===== src/mips_pkg.sv =====
package mips_pkg;

	typedef logic [31:0] word_t;
	typedef logic [4:0]  reg_addr_t;

	// primary opcode, instr[31:26].
	typedef enum logic [5:0] {
		op_rtype = 6'h00,
		op_j     = 6'h02,
		op_jal   = 6'h03,
		op_beq   = 6'h04,
		op_bne   = 6'h05,
		op_addi  = 6'h08,
		op_slti  = 6'h0a,
		op_andi  = 6'h0c,
		op_ori   = 6'h0d,
		op_xori  = 6'h0e,
		op_lui   = 6'h0f,
		op_lw    = 6'h23,
		op_sw    = 6'h2b
	} opcode_t;

	// r-type function field, instr[5:0].
	typedef enum logic [5:0] {
		fn_jr  = 6'h08,
		fn_add = 6'h20,
		fn_sub = 6'h22,
		fn_and = 6'h24,
		fn_or  = 6'h25,
		fn_xor = 6'h26,
		fn_slt = 6'h2a
	} funct_t;

	typedef enum logic [3:0] {
		alu_add = 4'd0,
		alu_sub = 4'd1,
		alu_and = 4'd2,
		alu_or  = 4'd3,
		alu_xor = 4'd4,
		alu_slt = 4'd5,
		alu_lui = 4'd6
	} alu_op_t;

	// decoded control bits for one instruction.
	typedef struct packed {
		logic regwrite;
		logic memtoreg;
		logic memread;
		logic memwrite;
		logic isbranch;
		logic regdst;
		logic alusrc;
		logic isjump;
		logic islink;
		logic jumpdst;
		logic imm_zero_ext;
		logic illegal;
	} ctrl_t;

	// data port request, answered in the same cycle.
	typedef struct packed {
		word_t addr;
		word_t wdata;
		logic  re;
		logic  we;
	} dmem_req_t;

	// jal return address goes here.
	localparam reg_addr_t link_reg = 5'd31;
	localparam word_t     reset_pc = 32'h0000_0000;

endpackage


===== src/alu.sv =====
`timescale 1ns/1ps

module alu (
	input  mips_pkg::ctrl_t   ctrl,
	input  mips_pkg::opcode_t opcode,
	input  mips_pkg::funct_t  funct,
	input  mips_pkg::word_t   a,
	input  mips_pkg::word_t   b,
	output mips_pkg::word_t   result,
	output logic              zero
);
	import mips_pkg::*;

	alu_op_t op;

	// r-type picks by funct, everything else by opcode.
	always_comb begin
		op = alu_add;
		if (ctrl.regdst) begin
			case (funct)
				fn_sub:  op = alu_sub;
				fn_and:  op = alu_and;
				fn_or:   op = alu_or;
				fn_xor:  op = alu_xor;
				fn_slt:  op = alu_slt;
				default: op = alu_add;
			endcase
		end else if (ctrl.isbranch) begin
			op = alu_sub;
		end else if (ctrl.memread || ctrl.memwrite) begin
			op = alu_add;
		end else begin
			case (opcode)
				op_andi: op = alu_and;
				op_ori:  op = alu_or;
				op_xori: op = alu_xor;
				op_slti: op = alu_slt;
				op_lui:  op = alu_lui;
				default: op = alu_add;
			endcase
		end
	end

	always_comb begin
		case (op)
			alu_add: result = a + b;
			alu_sub: result = a - b;
			alu_and: result = a & b;
			alu_or:  result = a | b;
			alu_xor: result = a ^ b;
			alu_slt: result = {31'd0, $signed(a) < $signed(b)};
			alu_lui: result = {b[15:0], 16'h0000};
			default: result = '0;
		endcase
	end

	// branches compare through the subtract result.
	assign zero = (result == '0);

endmodule


===== src/control.sv =====
`timescale 1ns/1ps

module control (
	input  mips_pkg::opcode_t opcode,
	input  mips_pkg::funct_t  funct,
	output mips_pkg::ctrl_t   ctrl
);
	import mips_pkg::*;

	logic funct_ok;

	assign funct_ok = funct inside {fn_add, fn_sub, fn_and, fn_or, fn_xor, fn_slt};

	always_comb begin
		ctrl = '0;
		case (opcode)
			op_rtype: begin
				ctrl.regdst = 1'b1;
				if (funct == fn_jr) begin
					ctrl.isjump  = 1'b1;
					ctrl.jumpdst = 1'b1;
				end else if (funct_ok) begin
					ctrl.regwrite = 1'b1;
				end else begin
					ctrl.illegal = 1'b1;
				end
			end
			op_addi, op_slti, op_lui: begin
				ctrl.regwrite = 1'b1;
				ctrl.alusrc   = 1'b1;
			end
			// logical immediates take a zero-extended operand.
			op_andi, op_ori, op_xori: begin
				ctrl.regwrite     = 1'b1;
				ctrl.alusrc       = 1'b1;
				ctrl.imm_zero_ext = 1'b1;
			end
			op_lw: begin
				ctrl.regwrite = 1'b1;
				ctrl.memtoreg = 1'b1;
				ctrl.memread  = 1'b1;
				ctrl.alusrc   = 1'b1;
			end
			op_sw: begin
				ctrl.memwrite = 1'b1;
				ctrl.alusrc   = 1'b1;
			end
			op_beq, op_bne: begin
				ctrl.isbranch = 1'b1;
			end
			op_j: begin
				ctrl.isjump = 1'b1;
			end
			op_jal: begin
				ctrl.regwrite = 1'b1;
				ctrl.isjump   = 1'b1;
				ctrl.islink   = 1'b1;
			end
			// unknown opcode runs as a no-op.
			default: begin
				ctrl.illegal = 1'b1;
			end
		endcase
	end

endmodule


===== src/mips_core.sv =====
`timescale 1ns/1ps

module mips_core (
	input  logic                clk,
	input  logic                arst_n,
	output mips_pkg::word_t     pc,
	input  mips_pkg::word_t     instr,
	output mips_pkg::dmem_req_t dmem,
	input  mips_pkg::word_t     dmem_rdata,
	output logic                illegal
);
	import mips_pkg::*;

	opcode_t     opcode;
	funct_t      funct;
	reg_addr_t   rs;
	reg_addr_t   rt;
	reg_addr_t   rd;
	logic [15:0] imm16;
	word_t       imm_ext;
	ctrl_t       ctrl;
	word_t       rs_data;
	word_t       rt_data;
	word_t       alu_b;
	word_t       alu_result;
	logic        alu_zero;
	word_t       pc_plus4;
	reg_addr_t   wr_addr;
	word_t       wr_data;

	// instruction fields.
	assign opcode = opcode_t'(instr[31:26]);
	assign funct  = funct_t'(instr[5:0]);
	assign rs     = instr[25:21];
	assign rt     = instr[20:16];
	assign rd     = instr[15:11];
	assign imm16  = instr[15:0];

	assign imm_ext = ctrl.imm_zero_ext ? {16'h0000, imm16} : {{16{imm16[15]}}, imm16};

	control u_control (
		.opcode (opcode),
		.funct  (funct),
		.ctrl   (ctrl)
	);

	reg_file u_reg_file (
		.clk     (clk),
		.arst_n  (arst_n),
		.rs_addr (rs),
		.rt_addr (rt),
		.rs_data (rs_data),
		.rt_data (rt_data),
		.we      (ctrl.regwrite),
		.wr_addr (wr_addr),
		.wr_data (wr_data)
	);

	assign alu_b = ctrl.alusrc ? imm_ext : rt_data;

	alu u_alu (
		.ctrl   (ctrl),
		.opcode (opcode),
		.funct  (funct),
		.a      (rs_data),
		.b      (alu_b),
		.result (alu_result),
		.zero   (alu_zero)
	);

	// opcode bit 0 tells bne from beq.
	pc_unit u_pc_unit (
		.clk        (clk),
		.arst_n     (arst_n),
		.ctrl       (ctrl),
		.is_bne     (instr[26]),
		.zero       (alu_zero),
		.imm        (imm_ext),
		.jump_index (instr[25:0]),
		.rs_data    (rs_data),
		.pc         (pc),
		.pc_plus4   (pc_plus4)
	);

	// jal links through register 31.
	assign wr_addr = ctrl.islink ? link_reg : (ctrl.regdst ? rd : rt);
	assign wr_data = ctrl.islink ? pc_plus4 : (ctrl.memtoreg ? dmem_rdata : alu_result);

	// no memory strobes while reset is held.
	assign dmem.addr  = alu_result;
	assign dmem.wdata = rt_data;
	assign dmem.re    = ctrl.memread && arst_n;
	assign dmem.we    = ctrl.memwrite && arst_n;

	assign illegal = ctrl.illegal;

endmodule


===== src/pc_unit.sv =====
`timescale 1ns/1ps

module pc_unit (
	input  logic            clk,
	input  logic            arst_n,
	input  mips_pkg::ctrl_t ctrl,
	input  logic            is_bne,
	input  logic            zero,
	input  mips_pkg::word_t imm,
	input  logic [25:0]     jump_index,
	input  mips_pkg::word_t rs_data,
	output mips_pkg::word_t pc,
	output mips_pkg::word_t pc_plus4
);
	import mips_pkg::*;

	word_t pc_next;
	logic  taken;

	assign pc_plus4 = pc + 32'd4;

	// bne wants the inverse of the compare.
	assign taken = ctrl.isbranch && (zero ^ is_bne);

	always_comb begin
		if (ctrl.jumpdst) begin
			pc_next = rs_data;
		end else if (ctrl.isjump) begin
			pc_next = {pc_plus4[31:28], jump_index, 2'b00};
		end else if (taken) begin
			pc_next = pc_plus4 + {imm[29:0], 2'b00};
		end else begin
			pc_next = pc_plus4;
		end
	end

	always_ff @(posedge clk or negedge arst_n) begin
		if (!arst_n) begin
			pc <= reset_pc;
		end else begin
			pc <= pc_next;
		end
	end

endmodule


===== src/reg_file.sv =====
`timescale 1ns/1ps

module reg_file (
	input  logic                clk,
	input  logic                arst_n,
	input  mips_pkg::reg_addr_t rs_addr,
	input  mips_pkg::reg_addr_t rt_addr,
	output mips_pkg::word_t     rs_data,
	output mips_pkg::word_t     rt_data,
	input  logic                we,
	input  mips_pkg::reg_addr_t wr_addr,
	input  mips_pkg::word_t     wr_data
);
	import mips_pkg::*;

	// register 0 has no storage.
	word_t regs [1:31];

	always_ff @(posedge clk or negedge arst_n) begin
		if (!arst_n) begin
			for (int i = 1; i < 32; i++) begin
				regs[i] <= '0;
			end
		end else if (we && wr_addr != '0) begin
			regs[wr_addr] <= wr_data;
		end
	end

	assign rs_data = (rs_addr == '0) ? '0 : regs[rs_addr];
	assign rt_data = (rt_addr == '0) ? '0 : regs[rt_addr];

endmodule


===== config.mk =====
export PLATFORM = sky130hd
export DESIGN_NAME = mips_core
export DESIGN_NICKNAME = d
export VERILOG_FILES = /design/src/mips_pkg.sv /design/src/alu.sv /design/src/control.sv /design/src/mips_core.sv /design/src/pc_unit.sv /design/src/reg_file.sv
export SDC_FILE = /design/constraint.sdc
export NUM_CORES = 2
export LEC_CHECK = 0
export BUFFER_PORTS_ARGS = -buffer_cell sky130_fd_sc_hd__buf_2
export CORE_ASPECT_RATIO = 0.9
export CORE_MARGIN = 1
export CORE_UTILIZATION = 34
export DETAILED_ROUTE_END_ITERATION = 16
export MAX_ROUTING_LAYER = met4
export PLACE_DENSITY_LB_ADDON = 0.3
export SLEW_MARGIN = 20
export SYNTH_ARGS = -nofsm -noshare
export SYNTH_HDL_FRONTEND = slang
export SYNTH_HIERARCHICAL = 1
export SYNTH_SLANG_ARGS = --single-unit
export TNS_END_PERCENT = 100

===== constraint.sdc =====
create_clock -name clk -period 9.8 [get_ports clk]
set_input_delay 2.45 -clock clk [delete_from_list [all_inputs] [get_ports clk]]
set_output_delay 2.45 -clock clk [all_outputs]
set_load 0.05 [all_outputs]

# [After elaboration in Yosys (flattened, before gate mapping)]
# Cells that the tools add are included.
[totals] in_bits=66 regBits=1024 output_inout_bits=99 wordCells=134
[classes] bitwise_logic=7 addsub=4 eq_ne=25 reduce_logical=19 n_mux=42 n_lt_le_gt_ge=5
[ops] op="$bwmux W992" n=1
[ops] op="$mux W32" n=14
[ops] op="$bmux W32 S5" n=2
[ops] op="$pmux W32 S7" n=1
[ops] op="$demux W32 S5" n=1
[ops] op="$add A32 B32 Y32" n=2
[ops] op="$eq A6 B6 Y1 const B" n=8
[ops] op="$eq A6 B4 Y1 const B" n=7
[ops] op="$add A32 B3 Y32 const B" n=1
[ops] op="$and A32 B32 Y32" n=1
[ops] op="$logic_not A32 Y1" n=1
[ops] op="$lt A32 B32 Y1" n=1
[ops] op="$or A32 B32 Y32" n=1
[ops] op="$sub A32 B32 Y32" n=1
[ops] op="$xor A32 B32 Y32" n=1
[ops] op="$pmux W3 S5" n=2
[ops] op="$ge A6 B6 Y1 const B" n=3
[ops] op="$not A5 Y6" n=3
[ops] op="$reduce_or A8 Y1" n=2
[ops] op="$eq A4 B3 Y1 const B" n=3
[ops] op="$eq A6 B2 Y1 const B" n=2
[ops] op="$eq A6 B3 Y1 const B" n=2
[ops] op="$mux W1" n=12
[ops] op="$mux W4" n=3
[ops] op="17 further kinds" n=27

# [Logic depth before layout (Yosys ltp)]
[logic_depth] ltp_word=14 depth_mapped=32 ltp_nobuf=26

# [Cells and area by module]
# Netlist, hierarchy kept.
[modules_own_cells] mod="reg_file" area_each_um2=53491.3 seq_area_each_um2=24823.8 cells_per_inst=3612 n_inst=1
[modules_own_cells] mod="alu" area_each_um2=5945.7 seq_area_each_um2=0.0 cells_per_inst=920 n_inst=1
[modules_own_cells] mod="pc_unit" area_each_um2=3952.5 seq_area_each_um2=800.8 cells_per_inst=503 n_inst=1
[modules_own_cells] mod="mips_core" area_each_um2=1247.4 seq_area_each_um2=0.0 cells_per_inst=176 n_inst=1
[modules_own_cells] mod="control" area_each_um2=235.2 seq_area_each_um2=0.0 cells_per_inst=38 n_inst=1

# [Worst setup path before layout]
# No wires, ideal clock.
[synth_timing] kind="input -> output" startpoint="input instr[16]" endpoint="output dmem[47] (netlist name)" arrival_time_ns=8.305 slack_ns=-0.955 t_required_ns=7.350 cell_stages=18 n_path_buf=4 path_cell_list="buf_2 -> buf_4 -> buf_6 -> mux4_2 -> mux2i_1 -> a22o_1 -> a211oi_1 -> mux2_4 -> inv_1 -> ha_1 -> clkbuf_1 -> or4_1 -> a211oi_2 -> nor2_1 -> or2_2 -> a41oi_1 -> xnor2_1 -> o21ai_0"
[synth_rtl] element="start, declared" line="mips_core.sv:7" rtl="input mips_pkg::word_t instr,"
[synth_rtl] element="end, declared" line="mips_core.sv:8" rtl="output mips_pkg::dmem_req_t dmem,"

==> results.yml <==
place:
  dp_hpwl_um: 173000
  portBuffers: 164
  place_area_um2: 72500
  place_ws_ps: -227
  dp_cells: 8089
  gp_congestion: 1.01
clock_tree:
  numCtsBuffers: 116
  root_buffer: "clkbuf_16"
  clockBufferDepth: 3
  clock-sinks: 1024
  cts_tree: "yes"
  htreeDepth: 3
  path_clk_slew_ps: 60
  clock_latency_ps: 790
pwr:
  p_clk_share_pct: 32.6
  p_per_area_nw_per_um2: 186
  seq_power_share_pct: 36.1
  power_frac_comb_pct: 31.3
  vdd_drop_max_v: 0.000178
  leakage_uw: 0.0353
  p_sw_share_pct: 34.7
  p_int_uw: 9360
  power_switching_uw: 4980
run:
  drv_cap: 0
critical_path:
  worstPathCellList: "buf_8 > buf_4 > buf_12 > mux4_2 > mux2i_1 > a22oi_1 > o31a_1 > mux2_4 > inv_1 > ha_1 > a21oi_1 > buf_4 > o211ai_1 > a21oi_1 > o31ai_1 > o2111a_1 > or4_1 > nor4b_1 > buf_4 > a21oi_1 > a21o_1 > buf_12"
  worst-path-max-fanout: 28
  cp.arrival_ps: 7330
  path_delay_family: "compound AO/OA/AOI/OAI gates"
  slowest_delay_ps: 500
  cp_num_buf_inv: 7
  crit_slowest_cell: "or4_1"
  startpoint_type: "input port"
  critical_path_class: "in -> out"
  worstPathRequired_ps: 7350
  cp-end-kind: "primary output"
detailed_routing:
  drt_pass1_iterations: 6
  drtIter0Drc: 5493
  routed_wl_um: 253000
  viasPerCell: 6.01
  num_vias: 50100
  wire_per_inst_um: 30.4
  ant_nets: 0
  post-route-drc-count: 0
synthesis:
  async_flop_share_pct: 100
  syn_area_per_cell_um2: 12.4
  synth_nets: 5460
  yosysMostFrequentCell: "mux2_2"
  synth_warnings: 6
  synth_top_area_share_pct: 39.5
  postSynthCellCount: 5249
  synth.distinct_cells: 117
  netlist_top_cells_count: "1054 x mux2_2, 1024 x dfrtp_1, 377 x mux4_2, 308 x mux2i_1, 220 x clkbuf_1"
  ys_seq_area_share_pct: 39.5
  syn_area_um2: 64900
  synth-edff-count: 0
  ys_ff_latch: 1024
  synthFlopType: "dfrtp_1"
  synth_top_area_cell: "dfrtp_1"
  synthTopCellsByArea: "dfrtp_1 40%, mux2_2 18%, mux4_2 13%"
sta:
  setup_viol: 0
  worst_slack_ps: 22.7
  final.setup_skew_ps: 69.6
  timing.fmax_mhz: 102
  slew_viol_final: 0
  relSlewSlack_pct: 15.3
  tightest_slew_ps: 1270
  rsz0062_at_grt: "true"
  finalCritPeriodShare_pct: 99.8
  finalHoldViolCount: 0
  min_period_ps: 9780
grt:
  use_met2_pct: 40.0
  grt_use_met3_pct: 4.56
  overflow: 0
  grt_pass1_wl_um: 367000
  met1_usage_pct: 36.2
  antenna_found_initial: 6
  grt_max_degree: 162
  grt_pass1_vias: 49900
  grt_most_used_layer: "met2"
  grt.total_usage_pct: 26.6
floorplanning:
  fp-row-count: 151
  initial_core_util_pct: 34.3
  io_pins: 165
  die_w_um: 462
  chipHeight_um: 416
  core-area_um2: 189000
  dieArea_um2: 193000
run_status:
  outcome: "finished, final reports clean"
final_layout:
  finish.utilization_pct: 40.9
  final_cells: 8342
  area_delta_synth_final_pct: 19.1
  fin_nets: 5927
  drive_above_1_share_pct: 45.8
  fin_area_um2: 77200
worst_hold_path:
  hp-class: "reg -> reg"
[sequential cells by signal, indices dropped and copies added (netlist names)]
signal,flops
u_pc_unit/pc,32
u_reg_file/regs,992
[routing by layer]
metal / wire (µm) / vias to the layer above / share of wire (%)
met5: 0 / - / 0
met4: 9350 / 0 / 3.7
met3: 19300 / 453 / 7.6
met2: 114000 / 2262 / 45
met1: 111000 / 26400 / 44
li1: - / 21000 / -
[final cells by class]
cell class	instances	area (µm²)
Antenna cell	4	10.0
Fill cell	17800	112000
Clock buffer	161	3380
Multi-Input combinational cell	3597	36900
Inverter	140	526
Sequential cell	1024	25600
Tap cell	2524	3160
Timing Repair Buffer	837	6860
Clock inverter	55	738
[worst reg2reg max path, stage by stage (launching register included)]
cell	delay [ps]
dfrtp_1	400
mux4_2	480
nor2b_1	130
nor3_1	60
o31a_1	400
mux2_4	320
ha_1	230
fa_1	400
o21ba_2	240
or4_4	450
a21oi_2	160
buf_4	150
o21ai_0	90
buf_4	170
nand3_1	170
buf_4	150
nor3_1	40
a311oi_1	320
o221ai_2	240
or4_1	520
or4_1	580
nor4b_2	300
xor2_1	200
and2_1	230
nand2_1	130
or3_1	370
o31a_1	240
o211a_1	120
[layout by cell type (no fill, tap or decap), drive strengths merged, types with 15 or more instances in the layout]
cell and count:
buf 832, nand3 67, o31a 37, o22a 21, nor4 17, inv 143
nand4 23, a21oi 131, xor2 15, nand2 186, a211oi 29, nor2 182
mux2i 308, clkinv 32, o21ai 156, nor2b 58, a22oi 109, ha 142
o211ai 59, mux4 377, o22ai 35, and3 39, clkbuf 166, o21a 21
dfrtp 1024, nor3 68, mux2 1088, xnor2 40, or3 22, o31ai 21
a21o 25, a221oi 49, a221o 20, a31oi 33, nand2b 25
[power groups by stage]
stage	sequential (µW)	combinational, µW	clock, µW
after floorplan	5250	2630	0
after global placement	5210	4330	0
after detailed placement	5230	4360	0
after CTS	5160	4390	4770
after global routing	5240	4740	4930
final	5180	4490	4680
[cell families (layout without fill, tap and decap cells)]
kind of cell,count (synthesis),count (layout),share of synthesized area [%]
mux,1773,1773,36.8
flops,1024,1024,39.5
compound gates,865,865,9.50
simple gates,759,759,6.00
buf+inv,628,1193,4.59
fa+ha+maj,145,145,2.83
xor+xnor,55,55,0.766
other cells,0,4,0
[what timing repair did]
item / in CTS / in global routing
endpoints found under the setup margin: 14 / 20
buffers inserted: 7 / 25
pin swaps: 4 / 19
hold buffers: 0 / 0
hold endpoints to repair: 0 / 0
gates resized for setup: 12 / 64
[path summary, 6_finish.rpt]
path	from	slack, ps	end	cells after the start
worst max-delay path	instr[17]	20	dmem[63]	22
worst min-delay path	u_reg_file/regs[775]	510	u_reg_file/regs[775]	1
worst max register to register	u_reg_file/regs[768]	2420	u_pc_unit/pc[29]	27
worst min register to register	u_reg_file/regs[775]	510	u_reg_file/regs[775]	1
max in group asynchronous	arst_n	5260	u_reg_file/regs[834]	4
min in group asynchronous	arst_n	1600	u_reg_file/regs[380]	1
[metrics by stage]
step / TNS (ps) / hold slack, ps / power (µW)
detailed placement: -1410 / 495 / 9590
floorplan: -4.49 / 470 / 7880
global placement: -1680 / 480 / 9540
global route: -623 / 531 / 14900
CTS: 0 / 507 / 14300
finish: 0 / 509 / 14300
Note: power is estimated with default switching activity, not from simulation.
